`config.mk`:
```
export PLATFORM = sky130hd
export DESIGN_NAME = sb_sh_scheduler
export DESIGN_NICKNAME = d
export VERILOG_FILES = /design/src/logic/mips_isa_pkg.sv /design/src/logic/store_seq_pkg.sv /design/src/logic/sb_sh_scheduler.sv
export SDC_FILE = /design/constraint.sdc
export NUM_CORES = 1
export LEC_CHECK = 0
export ABC_AREA = 1
export BUFFER_PORTS_ARGS = -buffer_cell sky130_fd_sc_hd__buf_2
export CAP_MARGIN = 20
export CORE_AREA = 5 5 56 58
export DETAILED_ROUTE_END_ITERATION = 10
export DIE_AREA = 0 0 61 63
export GPL_TIMING_DRIVEN = 0
export PLACE_DENSITY = 0.84
export SETUP_SLACK_MARGIN = 0.02
export SLEW_MARGIN = 0
export SYNTH_ARGS = -nofsm -noshare
export SYNTH_HDL_FRONTEND = slang
export SYNTH_SLANG_ARGS = --single-unit
```
`constraint.sdc`:
```
create_clock -name clk -period 5.3 [get_ports clk]
set_input_delay 1.06 -clock clk [delete_from_list [all_inputs] [get_ports clk]]
set_output_delay 1.06 -clock clk [all_outputs]
set_load 0.01 [all_outputs]
```
`src/logic/mips_isa_pkg.sv`:
```
// MIPS ISA package with instruction field positions, opcodes and data widths
`default_nettype none

package mips_isa_pkg;

  // machine word, also used for byte addresses
  typedef logic [31:0] word_t;

  // register index
  typedef logic [4:0] reg_addr_t;
  localparam int unsigned reg_count = 32;

  // I-type fields
  typedef logic [5:0] opcode_t;
  typedef logic signed [15:0] imm_t;

  localparam int unsigned opcode_lsb = 26;
  localparam int unsigned rs_lsb     = 21;
  localparam int unsigned rt_lsb     = 16;

  // memory opcodes
  localparam opcode_t op_lw = 6'b100011;
  localparam opcode_t op_sw = 6'b101011;
  localparam opcode_t op_sb = 6'b101000;
  localparam opcode_t op_sh = 6'b101001;

  // data RAM word index, 256 words
  localparam int unsigned ram_addr_w = 8;
  typedef logic [ram_addr_w-1:0] ram_index_t;

endpackage

`default_nettype wire

```
`src/logic/store_seq_pkg.sv`:
```
// store sequencer package with FSM state and lane merge mode types
`default_nettype none

package store_seq_pkg;

  // one state per step of each memory sequence
  typedef enum logic [2:0] {
    idle       = 3'd0,
    word_write = 3'd1,  // sw
    load_read  = 3'd2,  // lw, RAM read in flight
    load_done  = 3'd3,  // lw, data on load_data
    rmw_read   = 3'd4,  // sb/sh, fetch old word
    rmw_merge  = 3'd5,  // sb/sh, register merged word
    rmw_write  = 3'd6   // sb/sh, write merged word back
  } seq_state_t;

  // width of the lane replaced by a partial store
  typedef enum logic [1:0] {
    merge_byte = 2'd0,
    merge_half = 2'd1
  } merge_mode_t;

endpackage

`default_nettype wire

```
`src/logic/sb_sh_scheduler.sv`:
```
// memory op scheduler, decodes lw/sw/sb/sh and steps them through the RAM
`timescale 1ns/1ps
`default_nettype none

module sb_sh_scheduler (
  input  logic                       clk,
  input  logic                       reset,
  input  mips_isa_pkg::word_t        instr,
  input  logic                       instr_valid,
  output mips_isa_pkg::reg_addr_t    ra1,
  output mips_isa_pkg::reg_addr_t    ra2,
  output mips_isa_pkg::imm_t         offset,
  output store_seq_pkg::merge_mode_t mode,
  output logic                       ram_we,
  output logic                       merge_load,
  output logic                       stall,
  output logic                       load_valid
);
  import mips_isa_pkg::*;
  import store_seq_pkg::*;

  seq_state_t state;
  seq_state_t state_next;
  opcode_t    opcode;
  logic       accept;

  assign opcode = instr[opcode_lsb +: $bits(opcode_t)];

  // next state and acceptance
  always_comb begin
    state_next = state;
    accept     = 1'b0;
    case (state)
      idle: begin
        if (instr_valid) begin
          accept = 1'b1;
          case (opcode)
            op_sw:        state_next = word_write;
            op_lw:        state_next = load_read;
            op_sb, op_sh: state_next = rmw_read;
            default:      accept = 1'b0;  // not a memory op, dropped
          endcase
        end
      end
      word_write: state_next = idle;
      load_read:  state_next = load_done;
      load_done:  state_next = idle;
      rmw_read:   state_next = rmw_merge;
      rmw_merge:  state_next = rmw_write;
      rmw_write:  state_next = idle;
      default:    state_next = idle;
    endcase
  end

  always_ff @(posedge clk) begin
    if (reset) begin
      state <= idle;
    end else begin
      state <= state_next;
    end
  end

  // operand fields held for the whole sequence
  always_ff @(posedge clk) begin
    if (accept) begin
      ra1    <= instr[rs_lsb +: $bits(reg_addr_t)];  // base
      ra2    <= instr[rt_lsb +: $bits(reg_addr_t)];  // store data
      offset <= instr[$bits(imm_t)-1:0];
      mode   <= (opcode == op_sh) ? merge_half : merge_byte;
    end
  end

  assign stall      = (state != idle);
  assign ram_we     = (state == word_write) || (state == rmw_write);
  assign merge_load = (state == rmw_merge);
  assign load_valid = (state == load_done);

endmodule

`default_nettype wire

```
==> flow_summary.ini <==
[setup_path]
worst_ep_required_time_ns = 4.24
cp.buffers_inverters = 2
cpLargestDelayFamily = flip-flops
cp_slowest_cell = dfxtp_1
endpoint_kind = primary output
cp_max_fo = 5
path_cells = inv_1, nand2_1, nor2_1, buf_2
r2r_slack_ns = 3.73
crit_path_start_kind = flop
slowest_delay_ns = 0.37
worst_ep_arrival_time_ns = 1.19
path_class = reg -> out

[floorplanning]
die_area_um2 = 3840
initial_core_util_pct = 41.3
core_um2 = 2620
die_h_um = 63
rows = 19
die_w_um = 61
num_io_pins = 67

[synthesis]
yosysSeqAreaShare_pct = 80.6
synth_cell_types = 16
synthXorXnorAreaFrac_pct = 0
synth_top_family_by_area = simple AND/OR/NAND/NOR gates
yosys_warnings = 0
avgSynthCellArea_um2 = 14.8
synth_compound_area_share_pct = 1.16
yosys.area_share.adder_pct = 0
synth_area_um2 = 1080
syn_inst = 73
syn_nets = 108
synthSimpleGateAreaFrac_pct = 14.5
ys_seq_elements = 30
synth_mux_area_share_pct = 0

[timing]
hold_violations = 0
period_needed_ns = 2.25
finalMaxSlewViolations = 0
rsz0062_at_grt = no
max_freq_mhz = 444
post-route-period-util_pct = 42.5
setup_viol_count_final = 0
whs_ns = 0.647
setup_slack_ns = 3.05
skew_ns = 0.0103
fin_tns_setup_ns = 0

[routing]
num_vias = 806
drtIter0Drc = 15
met2_length_mm = 1.28
wl_met3_um = 346
routed_via_density = 4.53
routedWlPerCell_um = 13.8
drt-met1-wl_um = 816
drt-pass1-iter-count = 2
drc = 0
top_layer = met4
ant_nets = 0
totalWireLength_mm = 2.46

[global_route]
grt_pass1_vias = 827
globalRouteTotalUtil_pct = 13.7
grt_max_degree = 22
antenna_found_initial = 0
grt_pass1_wl_mm = 3.73
grt_remaining_overflow = 0

[placed_design]
place_area_um2 = 1460
post-place-ws_ns = 2.83
gp_congestion = 0.689
dp.cells = 170
port_buffers = 65
post-dp-hpwl_mm = 2.06

[min_path]
min_path_type = reg -> reg

[power]
design_power_total_mw = 0.407
leakagePower_nw = 0.686
ir_drop_mv = 0.134
power-per-cell-area_nw_per_um2 = 269

[clock_network]
cts_hold_repair.buffers = 0
numCtsBuffers = 5
cts_max_path_buffers = 2
clock_latency_ns = 0.31
post_cts_buffers = 0
clkTransAtPathRegs_ns = 0.09
htreeDepth = 2
cts.repair.resized = 0
cts.sinks = 30
cts-root-buf = clkbuf_4
cts_tree = done

[final_layout]
stdcell_area_um2 = 1510
layout_commonest_cell = buf_2
fin_cells = 178
n_antenna_cell = 0
nets = 181
fin_util_pct = 57.8
area_growth_syn_to_layout_pct = 39.9
fill_cells = 221
most-common-layout-cells = 65 x buf_2, 27 x edfxtp_1, 10 x nor2_1
drive_gt1_share_pct = 55.8

[job]
maxCapViolCount = 0

[outcome]
status = completed
[path summary, 6_finish.rpt]
path / startpoint / endpoint / cells after the start
worst max register to register: state[2] / offset[9] / 6
worst min register to register: state[0] / state[0] / 3
worst min-delay path: state[0] / state[0] / 3
worst max-delay path: state[1] / merge_load / 4
[metal layers]
metal / up-vias / GRT usage, %
li1: 397 / -
met2: 45 / 24.2
met5: - / 0
met4: 0 / 5.69
met3: 2 / 7.02
met1: 362 / 12.5
[worst min-delay path: stages, from the launching register on]
cell and delay (ns):
dfxtp_1 0.38, nor3_1 0.07, nor2_1 0.11, nor2_1 0.05
[cell type report]
type / count / area [um2] / area share [%]
Multi-Input combinational cell: 34 / 175 / 11.6
Buffer: 1 / 7.51 / 0.496
Clock buffer: 6 / 41.3 / 2.73
Timing Repair Buffer: 66 / 340 / 22.5
Tap cell: 31 / 38.8 / 2.56
Inverter: 8 / 30.0 / 1.99
Clock inverter: 2 / 8.76 / 0.579
Sequential cell: 30 / 871 / 57.6
[cells in the mapped netlist, drive strengths merged]
library cell | count | area, um2
edfxtp | 27 | 811
nor2 | 13 | 63.8
nand2 | 10 | 47.6
inv | 8 | 30.0
nand3 | 6 | 35.0
dfxtp | 3 | 60.1
nor3 | 2 | 10.0
a21oi | 1 | 5.00
buf | 1 | 7.51
conb | 1 | 3.75
o21a | 1 | 7.51
[power by group]
| group | internal [mW] | leakage (nW) | switching [mW] | total (mW) |
|---|---|---|---|---|
| registers | 0.260 | 0.267 | 0.000759 | 0.261 |
| logic | 0.0135 | 0.389 | 0.0126 | 0.0261 |
| clock network | 0.0497 | 0.0297 | 0.0698 | 0.120 |
| total | 0.324 | 0.686 | 0.0831 | 0.407 |
[sequential cells by signal (all words and copies together), names as in the netlist]
name,cells
mode,1
offset,16
state,3
ra1,5
ra2,5
[cell families after synthesis]
kind of cell	Yosys count
buffers and inverters	9
and+or+nand+nor	31
other	1
AOI/OAI and AO/OA	2
DFF	30
Note: power is estimated with default switching activity, not from simulation.
