[src/logic/mips_isa_pkg.sv]
// MIPS ISA package with instruction field positions, opcodes and data widths
`default_nettype none

package mips_isa_pkg;

  // machine word, also used for byte addresses
  typedef logic [31:0] word_t;

  // register index
  typedef logic [4:0] reg_addr_t;
  localparam int unsigned reg_count = 32;

  // I-type fields
  typedef logic [5:0] opcode_t;
  typedef logic signed [15:0] imm_t;

  localparam int unsigned opcode_lsb = 26;
  localparam int unsigned rs_lsb     = 21;
  localparam int unsigned rt_lsb     = 16;

  // memory opcodes
  localparam opcode_t op_lw = 6'b100011;
  localparam opcode_t op_sw = 6'b101011;
  localparam opcode_t op_sb = 6'b101000;
  localparam opcode_t op_sh = 6'b101001;

  // data RAM word index, 256 words
  localparam int unsigned ram_addr_w = 8;
  typedef logic [ram_addr_w-1:0] ram_index_t;

endpackage

`default_nettype wire

[src/logic/store_seq_pkg.sv]
// store sequencer package with FSM state and lane merge mode types
`default_nettype none

package store_seq_pkg;

  // one state per step of each memory sequence
  typedef enum logic [2:0] {
    idle       = 3'd0,
    word_write = 3'd1,  // sw
    load_read  = 3'd2,  // lw, RAM read in flight
    load_done  = 3'd3,  // lw, data on load_data
    rmw_read   = 3'd4,  // sb/sh, fetch old word
    rmw_merge  = 3'd5,  // sb/sh, register merged word
    rmw_write  = 3'd6   // sb/sh, write merged word back
  } seq_state_t;

  // width of the lane replaced by a partial store
  typedef enum logic [1:0] {
    merge_byte = 2'd0,
    merge_half = 2'd1
  } merge_mode_t;

endpackage

`default_nettype wire

[src/logic/byte_merge.sv]
// effective address adder and byte/halfword lane merge for partial stores
`timescale 1ns/1ps
`default_nettype none

module byte_merge (
  input  logic                       clk,
  input  logic                       reset,
  input  mips_isa_pkg::word_t        base,
  input  mips_isa_pkg::word_t        store_data,
  input  mips_isa_pkg::word_t        ram_rdata,
  input  mips_isa_pkg::imm_t         offset,
  input  store_seq_pkg::merge_mode_t mode,
  input  logic                       merge_load,
  input  logic                       ram_we,
  output mips_isa_pkg::ram_index_t   ram_index,
  output mips_isa_pkg::word_t        ram_wdata
);
  import mips_isa_pkg::*;
  import store_seq_pkg::*;

  word_t eff_addr;
  word_t merged_next;
  word_t merged_q;
  logic  merge_pending;

  assign eff_addr  = base + {{16{offset[15]}}, offset};
  assign ram_index = eff_addr[ram_addr_w+1:2];  // byte address to word index

  // little-endian lane replace
  always_comb begin
    merged_next = ram_rdata;
    case (mode)
      merge_byte: merged_next[{eff_addr[1:0], 3'b000} +: 8] = store_data[7:0];
      merge_half: merged_next[{eff_addr[1], 4'b0000} +: 16] = store_data[15:0];
      default:    merged_next = ram_rdata;
    endcase
  end

  always_ff @(posedge clk) begin
    if (merge_load) begin
      merged_q <= merged_next;
    end
  end

  // set between the merge and the write back of a sb/sh
  always_ff @(posedge clk) begin
    if (reset) begin
      merge_pending <= 1'b0;
    end else if (merge_load) begin
      merge_pending <= 1'b1;
    end else if (ram_we) begin
      merge_pending <= 1'b0;
    end
  end

  assign ram_wdata = merge_pending ? merged_q : store_data;  // sw passes rt straight

endmodule

`default_nettype wire

[config.mk]
export PLATFORM = sky130hd
export DESIGN_NAME = byte_merge
export DESIGN_NICKNAME = d
export VERILOG_FILES = /design/src/logic/mips_isa_pkg.sv /design/src/logic/store_seq_pkg.sv /design/src/logic/byte_merge.sv
export SDC_FILE = /design/constraint.sdc
export NUM_CORES = 1
export LEC_CHECK = 0
export BUFFER_PORTS_ARGS = -buffer_cell sky130_fd_sc_hd__buf_2
export CORE_UTILIZATION = 43
export DETAILED_ROUTE_END_ITERATION = 8
export MAX_ROUTING_LAYER = met4
export PLACE_DENSITY_LB_ADDON = 0.12
export SLEW_MARGIN = 25
export SYNTH_ARGS = -nofsm -noshare
export SYNTH_HDL_FRONTEND = slang
export SYNTH_SLANG_ARGS = --single-unit
[constraint.sdc]
create_clock -name clk -period 2.3 [get_ports clk]
set_input_delay 0.115 -clock clk [delete_from_list [all_inputs] [get_ports clk]]
set_output_delay 0.115 -clock clk [all_outputs]
set_load 0.01 [all_outputs]
==> results of run 1 <==
[cell families after synthesis]
family,after synthesis
xor+xnor,9
fa+ha+maj,12
mux,32
compound gates,73
buf+inv,24
simple gates,55
flops,33
[layer usage]
layer	share of wire, %	global-route usage [%]	vias up
met1	42	26.7	1100
met3	7.5	3.84	9
li1	-	-	1165
met2	49	38.3	116
met4	1.4	6.30	0
met5	0	-	-
[cell type report]
| type | instances | share of cell area [%] |
|---|---|---|
| inverter | 12 | 1.36 |
| tap | 72 | 2.71 |
| timing repair buffer | 134 | 21.0 |
| multi-input combinational | 181 | 42.6 |
| sequential | 33 | 29.6 |
| clock buffer | 8 | 2.71 |
[state kept, by name, summed over array words and instances, names as in the netlist]
register and cells:
merge_pending 1, merged_q 32
[layout by cell type, fill, tap and decap left out, types with 2 or more instances in the layout]
master	n
nor2b_1	2
xnor2_1	8
clkbuf_8	6
a211oi_1	3
and2_1	3
o22a_1	3
a22o_1	16
a21o_1	3
a222oi_1	5
ha_1	11
nor3b_1	3
nand3_1	11
edfxtp_1	32
clkbuf_1	2
o21ai_1	5
buf_2	129
nor2_1	12
a21oi_1	25
nand2_1	9
inv_1	12
nand2b_1	10
buf_4	3
o21ai_0	6
mux2_2	32
[power by group]
group / internal, mW / leakage (nW) / switching [mW] / total, mW
registers: 0.742 / 0.321 / 0.0188 / 0.761
logic: 0.317 / 1.13 / 0.333 / 0.650
clock network: 0.244 / 0.0455 / 0.207 / 0.451
total: 1.30 / 1.50 / 0.558 / 1.86
[stage by stage]
stage / setup TNS, ns / hold slack, ns / instances / instance area (um2)
detailed placement: -0.273 / 0.289 / 431 / 3220
global route: 0 / 0.117 / 440 / 3320
CTS: 0 / 0.109 / 440 / 3320
floorplan: 0 / 0.187 / 238 / 2490
finish: 0 / 0.109 / 440 / 3320
global placement: 0 / 0.273 / 431 / 3220
[final timing paths]
check / start / to / slack, ns / cells after the start
max: offset[0] / merged_q[0]$_DFFE_PP_ / 0.26 / 9
min: ram_rdata[4] / merged_q[4]$_DFFE_PP_ / 0.11 / 2
min reg2reg: merge_pending$_SDFFE_PP0P_ / merge_pending$_SDFFE_PP0P_ / 0.70 / 2
max reg2reg: merge_pending$_SDFFE_PP0P_ / merge_pending$_SDFFE_PP0P_ / 1.44 / 2
[worst max-delay path, stage by stage]
cell and delay, ns:
buf_2 0.10, ha_1 0.20, inv_1 0.07, fa_1 0.43, ha_1 0.38, nor2_1 0.10, a31oi_1 0.08, nor2_1 0.47
a22o_1 0.25
[synthesized netlist by cell type]
master     number  area [um2]
a2111oi_4       1        27.5
a211oi_1        3        22.5
a21o_1          3        22.5
a21oi_1        25         125
a222oi_1        5        50.1
a22o_1         16         140
a31oi_1         1        6.26
and2_1          3        18.8
and2_2          1        7.51
and3_1          1        6.26
and3_4          1        11.3
buf_1           1        3.75
buf_2           7        35.0
clkbuf_1        3        11.3
clkbuf_2        1        5.00
dfxtp_1         1        20.0
edfxtp_1       32         961
fa_1            1        20.0
ha_1           11         138
inv_1          12        45.0
mux2_2         32         360
nand2_1         9        33.8
nand2b_1       10        62.6
nand3_1        11        55.1
nor2_1         12        45.0
nor2b_1         2        12.5
nor3_2          1        10.0
nor3b_1         3        22.5
nor4_2          1        12.5
o2111ai_1       1        8.76
o21a_1          1        7.51
o21ai_0         6        30.0
o21ai_1         5        25.0
o21bai_1        1        7.51
o21bai_2        1        11.3
o22a_1          3        26.3
o41ai_1         1        8.76
xnor2_1         8        70.1
xor2_1          1        8.76
==> summary.md, run 1 <==
| Metric | Value |
|---|---|
| Run status | `complete, no violations` |
| Synth unique cells | `39` |
| Die height | `78.2 um` |
| Compound-Gate Fraction of Synth Area | `between 20% and 30%` |
| Vias/cell | `5.43` |
| Pwr/cell area | `561 nW/um2` |
| Via count | `2390` |
| Initial Utilization | `between 40% and 50%` |
| Top-Level Pins | `158` |
| Area of the multi-input gates | `around 1400 um2` |
| Worst setup margin | `about 0.26 ns` |
| First-pass GRT wire length | `10200 um` |
| Simple logic cell fraction of the synthesized area | `a little under an eighth` |
| Pre-CTS setup slack | `-0.0417 ns` |
| Aggregate global routing overflow | `0` |
| Fill cell count | `514` |
| Max Clock Skew | `0 ns` |
| Clock sink total | `33` |
| Initial antenna violation count | `0` |
| Cell Area, Synth | `2490 um2` |
| Core area | `5540 um2` |
| Post-CTS Setup Repair Bufs | `0` |
| Final setup fails | `0` |
| Endpoint type of the worst setup path | `flip-flop` |
| Max Slew Vio Count | `0` |
| Clk slew on worst S/H paths | `0.07 ns` |
| Fmax | `489 MHz` |
| Clk_lat worst skew | `~0.28 ns` |
| Crit path DAT | `2.20 ns` |
| Synthesized instance count | `238` |
| Cell row count | `27` |
| Detail Route Antenna Nets | `0` |
| Yosys warns | `0` |
| Die Wd | `78.2 um` |
| Register Area | `981 um2` |
| Final Critical Period | `2.04 ns` |
| Cts repair resizes | `0` |
| Synth Area per Inst | `10.5 um2` |
| Mux cell area share after synthesis | `about 14%` |
| Avg WL per Cell | `14.9 um` |
| Seq/Total Area, Yosys | `39.3%` |
| GR Util All Layers | `22.2%` |
| Fin util | `59.9%` |
| Yosys reg bits | `33` |
| Leak Pwr | `1.50 nW` |
| DR iter-0 viols | `194` |
| Maximum clock insertion buffer count | `2` |
| Max-cap violations | `0` |
| CTS root buffer | `clkbuf_8` |
| Synth Net Count | `368` |
| Crit path kind | `in -> reg` |
| Post-synthesis adder-cell area fraction | `~6.3%` |
| Slew @ Worst Pin | `about 0.74 ns` |
| Crit path max fanout | `8` |
| Level count of the clock H-tree | `2` |
| Ant diodes | `0` |
| CTS Hold Bufs | `1` |
| Synth-to-layout area growth | `33.0%` |
| Initial DRT Pass Iterations | `5` |
| Min-Delay Path Class | `in -> reg` |
| Routed WL | `between 6000 and 7000 um` |
| Clock buffer count from CTS | `5` |
| Layout cells sized above 1 | `48.1%` |
| Largest family of logic cells by synthesized area | `compound AO/OA/AOI/OAI gates` |
| CP required | `roughly 2.5 ns` |
| DR DRC count | `0` |
| Worst VDD drop | `0.000230 V` |
| Final Wtd Congestion | `0.811` |
| CTS tree | `built` |
| IO Port Bufs | `129` |
| Largest net degree at the start of global routing | `34` |
| Unrepaired setup endpoints after global routing | `no` |
| Tcrit/Tclk final | `around nine tenths` |
| Slew margin rel. | `between 50% and 60%` |
| Final Hold Viols | `0` |
| Final HPWL DP | `4850 um` |
| Number of global-route vias before repair | `2275` |
| Die Area | `between 6000 and 7000 um2` |
| Final net count | `497` |
| CP startpoint kind | `input port` |
| Power, Total | `1.86 mW` |
| XOR/XNOR Fraction of Synth Area | `around 3.2%` |
No activity file was read; power rests on OpenSTA's default activity.
==> inputs of run 2 (changes only) <==
--- a/config.mk
+++ b/config.mk
@@ -8,8 +8,9 @@
 export BUFFER_PORTS_ARGS = -buffer_cell sky130_fd_sc_hd__buf_2
 export CORE_UTILIZATION = 43
 export DETAILED_ROUTE_END_ITERATION = 8
+export GPL_ROUTABILITY_DRIVEN = 0
 export MAX_ROUTING_LAYER = met4
-export PLACE_DENSITY_LB_ADDON = 0.12
+export PLACE_DENSITY = 0.93
 export SLEW_MARGIN = 25
 export SYNTH_ARGS = -nofsm -noshare
 export SYNTH_HDL_FRONTEND = slang
==> run 2 against run 1 <==
Net effect:
- sequential share of layout area is essentially flat
- largest power group unchanged
- core utilization up 0.068 points
- sequential cell count unchanged
==> summary.md, run 2 (synthesis results as in run 1) <==
| Metric | Value |
|---|---|
| Synth-to-layout area growth | `33.1%` |
| Run status | `complete, no violations` |
| Ant diodes | `0` |
| Unrepaired setup endpoints after global routing | `no` |
| Largest register by flop count | `merged_q` |
| Crit path max fanout | `9` |
| Crit-path cells | `buf_2 -> ha_1 -> inv_1 -> fa_1 -> buf_4 -> nand2b_1 -> nor4_2 -> a222oi_1 -> inv_1` |
| Hold slack | `0.121 ns` |
| Routed WL | `7130 um` |
| IO Port Bufs | `129` |
| Area of the multi-input gates | `1410 um2` |
| Vias/cell | `about 5.7` |
| Pwr/cell area | `585 nW/um2` |
| Endpoint type of the worst setup path | `flip-flop` |
| DR DRC count | `0` |
| CP required | `2.44 ns` |
| Cell row count | `27` |
| Dpl cells | `approximately 430` |
| Largest net degree at the start of global routing | `34` |
| Crit path kind | `in -> reg` |
| Die Area | `6110 um2` |
| Via count | `2523` |
| Detail Route Antenna Nets | `0` |
| First-pass GRT wire length | `10900 um` |
| Core area | `roughly 5500 um2` |
| Top-Level Pins | `between 150 and 200` |
| Leak Pwr | `1.50 nW` |
| Max Clock Skew | `0 ns` |
| Initial DRT Pass Iterations | `5` |
| Slew margin rel. | `50.4%` |
| CTS Hold Bufs | `1` |
| CP startpoint kind | `input port` |
| Final setup fails | `0` |
| Most common cell on crit path | `inv_1` |
| WP buf/inv | `4` |
| GR Util All Layers | `23.6%` |
| Clk slew on worst S/H paths | `0.07 ns` |
| Initial antenna violation count | `0` |
| Worst VDD drop | `0.000289 V` |
| Top flop regs | `merged_q (32), merge_pending (1)` |
| Final HPWL DP | `approximately 5500 um` |
| Cts repair resizes | `0` |
| Level count of the clock H-tree | `2` |
| Final std cells w/o fill | `between 400 and 500` |
| Initial Utilization | `45.0%` |
| Most common library cell in the layout ignoring fill and taps | `buf_2` |
| Post-CTS Setup Repair Bufs | `0` |
| Fill cell count | `466` |
| DR iter-0 viols | `190` |
| CTS root buffer | `clkbuf_8` |
| Max reg flops | `32` |
| Fmax | `474 MHz` |
| Max Slew Vio Count | `0` |
| Clock sink total | `33` |
| Avg WL per Cell | `around 16 um` |
| Placed Instance Area | `3210 um2` |
| Slowest cell on crit path | `nor4_2` |
| Post-route cell area | `about 3300 um2` |
| Register Area | `981 um2` |
| Tcrit/Tclk final | `~90%` |
| Final Hold Viols | `0` |
| Slew @ Worst Pin | `about 0.74 ns` |
| Final net count | `497` |
| Die height | `78.2 um` |
| Number of global-route vias before repair | `2399` |
| Maximum clock insertion buffer count | `2` |
| CTS tree | `built` |
| Clock buffer count from CTS | `5` |
| Layout cells sized above 1 | `a little under 50%` |
| Aggregate global routing overflow | `0` |
| Setup TNS | `0 ns` |
| Max-cap violations | `0` |
| Slowest Stage Delay on Critical Path | `0.53 ns` |
| Clk_lat worst skew | `approximately 0.27 ns` |
| Crit path DAT | `2.25 ns` |
| Worst path top cell family by delay | `simple AND/OR/NAND/NOR gates` |
| Final Critical Period | `2.11 ns` |
| Die Wd | `78.2 um` |
| Min-Delay Path Class | `in -> reg` |
| Commonest non-fill, non-tap cells in the layout | `129 x buf_2, 32 x mux2_2, 32 x edfxtp_1` |
-- run 2: changes by cell type in the layout (fill, tap and decap cells not counted) --
cell	delta
buf_12	-1
buf_4	+1
clkinv_1	+1
clkbuf_1	-1
bufinv_16	+1
clkbuf_8	-1
-- run 2: final timing paths --
path	slack, ns	start	cells after the start	to
hold / removal	0.12	ram_rdata[4]	2	merged_q[4]$_DFFE_PP_
hold reg to reg	0.67	merge_pending$_SDFFE_PP0P_	2	merge_pending$_SDFFE_PP0P_
setup reg to reg	1.45	merge_pending$_SDFFE_PP0P_	2	merge_pending$_SDFFE_PP0P_
setup / recovery	0.19	offset[0]	9	merged_q[30]$_DFFE_PP_
-- run 2: metal layers --
metal	up-vias	global-route usage, %	routed length (um)
met5	-	-	0
met1	1159	24.1	2540
li1	1161	-	-
met3	28	5.58	715
met2	175	42.8	3680
met4	0	10.6	203
-- run 2: worst register-to-register path, cell delays in order (launching register included) --
cell	delay, ns
dfxtp_1	0.49
a21oi_1	0.11
nor2_1	0.17
-- run 2: cell type report --
cell class | instances | area share (%)
multi-input cells | 181 | 42.6
flip-flops and latches | 33 | 29.5
repair buffers | 134 | 20.6
well taps | 72 | 2.71
clock buffers | 6 | 2.18
inverters | 12 | 1.36
clock inverters | 2 | 1.02
-- run 2: per-stage QoR --
stage / power (mW) / utilization, % / setup slack (ns)
3_5_place_dp: 1.43 / 57.9 / -0.0477
2_1_floorplan: 1.17 / - / 0.227
3_3_place_gp: 1.40 / 57.9 / 0.0559
6_report: 1.94 / 60.0 / 0.192
5_1_grt: 2.03 / 60.0 / 0.0586
4_1_cts: 1.95 / 60.0 / 0.246
-- run 2: power by group --
group	leakage, nW	switching [mW]	internal [mW]
clock	0.0528	0.200	0.320
sequential	0.321	0.0194	0.742
combinational	1.13	0.345	0.316
